<file path="config.mk">
export PLATFORM = sky130hd
export DESIGN_NAME = lbp_cascade_evaluator
export DESIGN_NICKNAME = d
export VERILOG_FILES = /design/src/source/image_pkg.sv /design/src/source/cascade_pkg.sv /design/src/source/lbp_cascade_evaluator.sv
export SDC_FILE = /design/constraint.sdc
export NUM_CORES = 2
export LEC_CHECK = 0
export BUFFER_PORTS_ARGS = -buffer_cell sky130_fd_sc_hd__buf_2
export CAP_MARGIN = 20
export CORE_AREA = 8 8 237 262
export DETAILED_ROUTE_END_ITERATION = 16
export DIE_AREA = 0 0 245 270
export HOLD_SLACK_MARGIN = 0.15
export PLACE_DENSITY = 0.94
export SKIP_LAST_GASP = 1
export SYNTH_ARGS = -nofsm -noshare
export SYNTH_HDL_FRONTEND = slang
export SYNTH_SLANG_ARGS = --single-unit
</file>
<file path="constraint.sdc">
create_clock -name clk -period 8.7 [get_ports clk]
set_input_delay 0.87 -clock clk [delete_from_list [all_inputs] [get_ports clk]]
set_output_delay 0.87 -clock clk [all_outputs]
set_load 0.01 [all_outputs]
</file>
<file path="src/source/image_pkg.sv">
package image_pkg;

	localparam int PIXEL_BITS = 8;
	localparam int COORD_BITS = 12;

	// Covers a resized frame up to 256 x 256 samples of 8 bits.
	localparam int INTEGRAL_BITS = 24;

	localparam int LBP_BITS = 8;
	localparam int LBP_GRID = 4; // Corners per axis of a 3x3 block layout.

	// Luminance only.
	typedef logic [PIXEL_BITS-1:0] pixel_t;

	// Shared by original and resized positions.
	typedef logic [COORD_BITS-1:0] coord_t;

	typedef logic [INTEGRAL_BITS-1:0] integral_t;

	// Bit 7 is the top-left neighbour block, then clockwise down to
	// bit 0 at the left-middle block. A bit is set when the neighbour
	// sum is greater than or equal to the centre sum.
	typedef logic [LBP_BITS-1:0] lbp_code_t;

endpackage

</file>
<file path="src/source/cascade_pkg.sv">
package cascade_pkg;

	typedef enum logic [1:0]
	{
		TAG_FEATURE = 2'd0,
		TAG_LEAF = 2'd1,
		TAG_STAGE_END = 2'd2,
		TAG_CASCADE_END = 2'd3
	} db_tag_t;

	typedef logic signed [11:0] db_value_t;

	// Stage accumulator, wide enough for many leaves.
	typedef logic signed [15:0] score_t;

	typedef struct packed
	{
		db_tag_t tag;
		logic [3:0] x; // Block grid origin.
		logic [3:0] y;
		logic [2:0] w_m1; // Block width minus one.
		logic [2:0] h_m1;
		logic [7:0] pad;
	} db_feature_t;

	// Leaf: code and weight. Stage end: value is the threshold.
	typedef struct packed
	{
		db_tag_t tag;
		logic [1:0] pad;
		logic [7:0] code;
		db_value_t value;
	} db_score_t;

	// The tag sits in the same bits in both views.
	typedef union packed
	{
		db_feature_t feature;
		db_score_t score;
	} db_word_t;

endpackage

</file>
<file path="src/source/lbp_cascade_evaluator.sv">
`timescale 1ns/1ps

module lbp_cascade_evaluator import image_pkg::*; import cascade_pkg::*;
(
	input logic clk,
	input logic reset,
	input logic i_start,
	input logic i_db_valid,
	input db_word_t i_db_word,
	output logic o_db_request,
	output coord_t o_rd_x,
	output coord_t o_rd_y,
	input integral_t i_rd_value,
	output logic o_done,
	output logic o_candidate
);

	typedef enum logic [2:0] {IDLE, FETCH, CORNER, CODE, DONE} state_t;

	state_t state;
	logic [3:0] corner_idx;
	logic [3:0] feat_x;
	logic [3:0] feat_y;
	logic [3:0] block_w;
	logic [3:0] block_h;
	integral_t corner [LBP_GRID*LBP_GRID];
	integral_t block_sum [9];
	lbp_code_t lbp_code;
	lbp_code_t next_code;
	score_t stage_score;
	logic decision;

	assign o_db_request = (state == FETCH);
	assign o_done = (state == DONE);
	assign o_candidate = decision;

	// Corner index runs row by row over the 4x4 grid.
	always_comb
	begin
		o_rd_x = coord_t'(feat_x) + coord_t'(corner_idx[1:0]) * coord_t'(block_w);
		o_rd_y = coord_t'(feat_y) + coord_t'(corner_idx[3:2]) * coord_t'(block_h);
	end

	always_comb
	begin
		for (int by = 0; by < 3; by++)
		begin
			for (int bx = 0; bx < 3; bx++)
			begin
				block_sum[by*3+bx] = corner[(by+1)*LBP_GRID+bx+1] - corner[by*LBP_GRID+bx+1]
					- corner[(by+1)*LBP_GRID+bx] + corner[by*LBP_GRID+bx];
			end
		end
	end

	// Clockwise from the top-left block, centre is block 4.
	always_comb
	begin
		next_code[7] = block_sum[0] >= block_sum[4];
		next_code[6] = block_sum[1] >= block_sum[4];
		next_code[5] = block_sum[2] >= block_sum[4];
		next_code[4] = block_sum[5] >= block_sum[4];
		next_code[3] = block_sum[8] >= block_sum[4];
		next_code[2] = block_sum[7] >= block_sum[4];
		next_code[1] = block_sum[6] >= block_sum[4];
		next_code[0] = block_sum[3] >= block_sum[4];
	end

	always_ff @(posedge clk)
	begin
		if (reset)
		begin
			state <= IDLE;
			corner_idx <= '0;
			stage_score <= '0;
			decision <= 1'b0;
		end
		else
		begin
			case (state)
				IDLE:
				begin
					if (i_start)
					begin
						stage_score <= '0;
						state <= FETCH;
					end
				end
				FETCH:
				begin
					if (i_db_valid)
					begin
						case (i_db_word.feature.tag)
							TAG_FEATURE:
							begin
								corner_idx <= '0;
								state <= CORNER;
							end
							TAG_LEAF:
							begin
								if (i_db_word.score.code == lbp_code)
								begin
									stage_score <= stage_score + score_t'(i_db_word.score.value);
								end
							end
							TAG_STAGE_END:
							begin
								if (stage_score < score_t'(i_db_word.score.value))
								begin
									decision <= 1'b0; // Rejected, skip the rest.
									state <= DONE;
								end
								else
								begin
									stage_score <= '0;
								end
							end
							default:
							begin
								decision <= 1'b1;
								state <= DONE;
							end
						endcase
					end
				end
				CORNER:
				begin
					corner_idx <= corner_idx + 4'd1;
					if (corner_idx == 4'd15)
					begin
						state <= CODE;
					end
				end
				CODE:
				begin
					state <= FETCH;
				end
				default:
				begin
					state <= IDLE;
				end
			endcase
		end
	end

	always_ff @(posedge clk)
	begin
		if (state == IDLE && i_start)
		begin
			lbp_code <= '0;
		end
		if (state == FETCH && i_db_valid && i_db_word.feature.tag == TAG_FEATURE)
		begin
			feat_x <= i_db_word.feature.x;
			feat_y <= i_db_word.feature.y;
			block_w <= {1'b0, i_db_word.feature.w_m1} + 4'd1;
			block_h <= {1'b0, i_db_word.feature.h_m1} + 4'd1;
		end
		if (state == CORNER)
		begin
			corner[corner_idx] <= i_rd_value;
		end
		if (state == CODE)
		begin
			lbp_code <= next_code;
		end
	end

endmodule

</file>
==> results_dict.tcl <==
set metrics [dict create \
    gp_congestion 1.08 \
    p_clk_share_pct 44.0 \
    cts_root_buffer "clkbuf_16" \
    yosys.area_share.simple_pct 7.40 \
    worstPathRequired_ns 9.05 \
    post-place-ws_ns 2.24 \
    peakVddDrop_v 0.000190 \
    core_area_sq_mm 0.0578 \
    rrSetupSlack_ns 2.09 \
    synth_edf_count 408 \
    cap_violations 0 \
    io_buffer_count 66 \
    cp_slowest_stage_delay_ns 0.81 \
    vias 28838 \
    rsz0062_at_grt "false" \
    synthAdderAreaFrac_pct 35.7 \
    end_kind "flip-flop" \
    clockBufferDepth 3 \
    die_y_um 270 \
    postCtsSetupBuffers 0 \
    drt-total-wl_um 117000 \
    mostFrequentLayoutCell "inv_1" \
    synthXorXnorAreaFrac_pct 5.44 \
    drtIter0Drc 3871 \
    period_needed_ns 6.61 \
    rr_startpoint "corner[10][0]" \
    ant_nets 0 \
    p_sw_mw 0.990 \
    ys_seq_area_share_pct 32.3 \
    clk_pin_slew_ns 0.06 \
    hp-class "flip-flop to flip-flop" \
    antenna_found_initial 1 \
    maxSlewViolCount 0 \
    hold_depth 2 \
    synth_mux_area_share_pct 0.0508 \
    reg2reg_depth 25 \
    power.density_mw_per_mm2 105 \
    grt_max_degree 32 \
    holdPathEnd "stage_score[0]" \
    cp_slowest_cell "o311ai_0" \
    cts_hold_buf 0 \
    dr.pass1.iters 8 \
    syn_area_sq_mm 0.0394 \
    r2r-end "lbp_code[2]" \
    cts_tree "yes" \
    grt_use_total_pct 35.5 \
    period_share_pct 76.0 \
    fin_skew_ns 0.0352 \
    post_cts_resized 0 \
    p_int_mw 3.43 \
    vias_per_cell 6.37 \
    p_leak_nw 19.4 \
    die_area_sq_mm 0.0662 \
    start_util_pct 68.2 \
    relSlewSlack_pct 18.5 \
    synth_cell_types 80 \
    fmax_mhz 151 \
    synth_flop_cell "edfxtp_1" \
    clock-sinks 432 \
    final_cell_mix "inv_1, ha_1, fa_1" \
    synth_top_family_by_area "adder cells" \
    pin_count 79 \
    combinationalPowerShare_pct 4.1 \
    whs_ns 0.472 \
    hold_viol_final 0 \
    synth-compound-area-share_pct 11.2 \
    area_delta_synth_final_pct 6.74 \
    grt_overflow_total 0 \
    yosysWarnings 0 \
    remaining_drc_errors 0 \
    power.share.sequential_pct 51.9 \
    layout-drive-gt1-share_pct 4.65 \
    grt_pass1_vias 30376 \
    wire_per_inst_um 25.8 \
    crit_type "flip-flop to flip-flop" \
    cts-buffers-inserted 45 \
    grt_pass1_wl_um 177000 \
    htree_levels 2 \
    min_from "stage_score[0]" \
    crit_fanout 3 \
    critPathArrivalTime_ns 6.96 \
    postLayoutSetupSlackWorst_ns 2.09 \
    tightest_slew_ns 1.22 \
    status "complete, no violations" \
    start_kind "flip-flop" \
    rows 93 \
    insertion_delay_ns 0.62 \
    async_reset_ff_share_pct 0 \
    setup_tns_ns 0 \
    synth-seq-cells 432 \
    nNetsFinal 4654 \
    syn-mean-instance-area_sq_um 10.9 \
    synthCells 3634 \
    die-width_um 245 \
    setup_viol 0 \
    hpwl_um 90000 \
    swShare_pct 22.4 \
]
final cells by class:
cell class                      instances  area (sq um)
Multi-Input combinational cell       2396         23600
Fill cell                            3628         15700
Sequential cell                       432         12700
Inverter                              786          2950
Clock buffer                           57          1180
Tap cell                              760           951
Timing Repair Buffer                   71           368
Clock inverter                         25           260
Antenna cell                            1          2.50
worst max-delay path, delay by kind of cell (launching register included):
family / cells / cell delay [ns]
adder cells (fa/ha/maj): 6 / 2.08
flip-flops: 1 / 0.40
AO/OA/AOI/OAI: 12 / 2.71
buffers and inverters: 4 / 0.40
XOR/XNOR: 1 / 0.22
AND/OR/NAND/NOR: 2 / 0.55
per-stage QoR:
stage / util [%] / cells / cell area [sq um] / power (mW)
detailed placement: 70.3 / 4444 / 40600 / 2.51
global placement: 70.3 / 4444 / 40600 / 2.51
global route: 72.8 / 4528 / 42100 / 4.50
CTS: 72.8 / 4526 / 42100 / 4.42
floorplan: - / 3645 / 39500 / 2.44
finish: 72.8 / 4528 / 42100 / 4.42
logic make-up (layout without fill, tap and decap cells):
| group | count (synthesis) | count (layout) |
|---|---|---|
| AOI/OAI and AO/OA | 682 | 682 |
| xor gates and xnor gates | 245 | 245 |
| adders and majority gates | 873 | 873 |
| buffers and inverters | 817 | 939 |
| DFF | 432 | 432 |
| muxes | 2 | 2 |
| other | 1 | 13 |
| and+or+nand+nor | 582 | 582 |
cells in the mapped netlist, types with 12 or more instances:
cell / number / area share (%)
nor3_1: 56 / 0.71
and2_1: 29 / 0.46
or3_1: 18 / 0.29
ha_1: 447 / 14
o211ai_1: 13 / 0.25
o21a_1: 31 / 0.59
nand3_1: 41 / 0.52
edfxtp_1: 408 / 31
xor2_1: 69 / 1.5
xnor2_1: 176 / 3.9
nand4_1: 26 / 0.41
nand2_1: 117 / 1.1
o21bai_1: 28 / 0.53
and3_1: 30 / 0.48
nor2_1: 149 / 1.4
inv_1: 786 / 7.5
a21oi_1: 229 / 2.9
o21ai_0: 106 / 1.3
a21o_1: 123 / 2.3
a211oi_1: 24 / 0.46
buf_4: 12 / 0.23
fa_1: 423 / 21
clkbuf_1: 17 / 0.16
nor2b_1: 29 / 0.46
a31oi_1: 15 / 0.24
nand2b_1: 40 / 0.63
dfxtp_1: 24 / 1.2
state kept, by name, indices dropped and copies added, names as in the netlist:
| register | count |
|---|---|
| block_h | 4 |
| block_w | 4 |
| corner | 384 |
| corner_idx | 4 |
| feat_x | 4 |
| feat_y | 4 |
| lbp_code | 8 |
| o_candidate | 1 |
| stage_score | 16 |
| state | 3 |
metal layers:
metal	GRT usage, %	vias up	routed length, um
li1	-	12401	-
met1	41.3	13768	39800
met2	57.1	2006	53900
met3	7.28	663	11400
met4	27.7	0	11600
met5	0	-	0
power groups by stage:
| stage | Clock (mW) | Combinational, mW | Sequential [mW] |
|---|---|---|---|
| 5_1_grt | 2.01 | 0.196 | 2.30 |
| 2_1_floorplan | 0 | 0.107 | 2.34 |
| 6_report | 1.94 | 0.180 | 2.30 |
| 4_1_cts | 1.95 | 0.176 | 2.30 |
| 3_5_place_dp | 0 | 0.174 | 2.34 |
| 3_3_place_gp | 0 | 0.166 | 2.34 |
how the worst max path moves through the flow:
| stage | start | to | slack [ns] | cells after the start |
|---|---|---|---|---|
| global route | corner[9][0] | lbp_code[5] | 1.91 | 22 |
| global placement | corner[9][0] | lbp_code[0] | 2.36 | 20 |
| floorplan | corner[9][0] | lbp_code[4] | 3.01 | 23 |
| CTS | corner[7][0] | lbp_code[4] | 2.28 | 23 |
| detailed placement | corner[7][0] | lbp_code[4] | 2.24 | 23 |
| finish | corner[10][0] | lbp_code[2] | 2.09 | 25 |
Note: power is estimated with default switching activity, not from simulation.
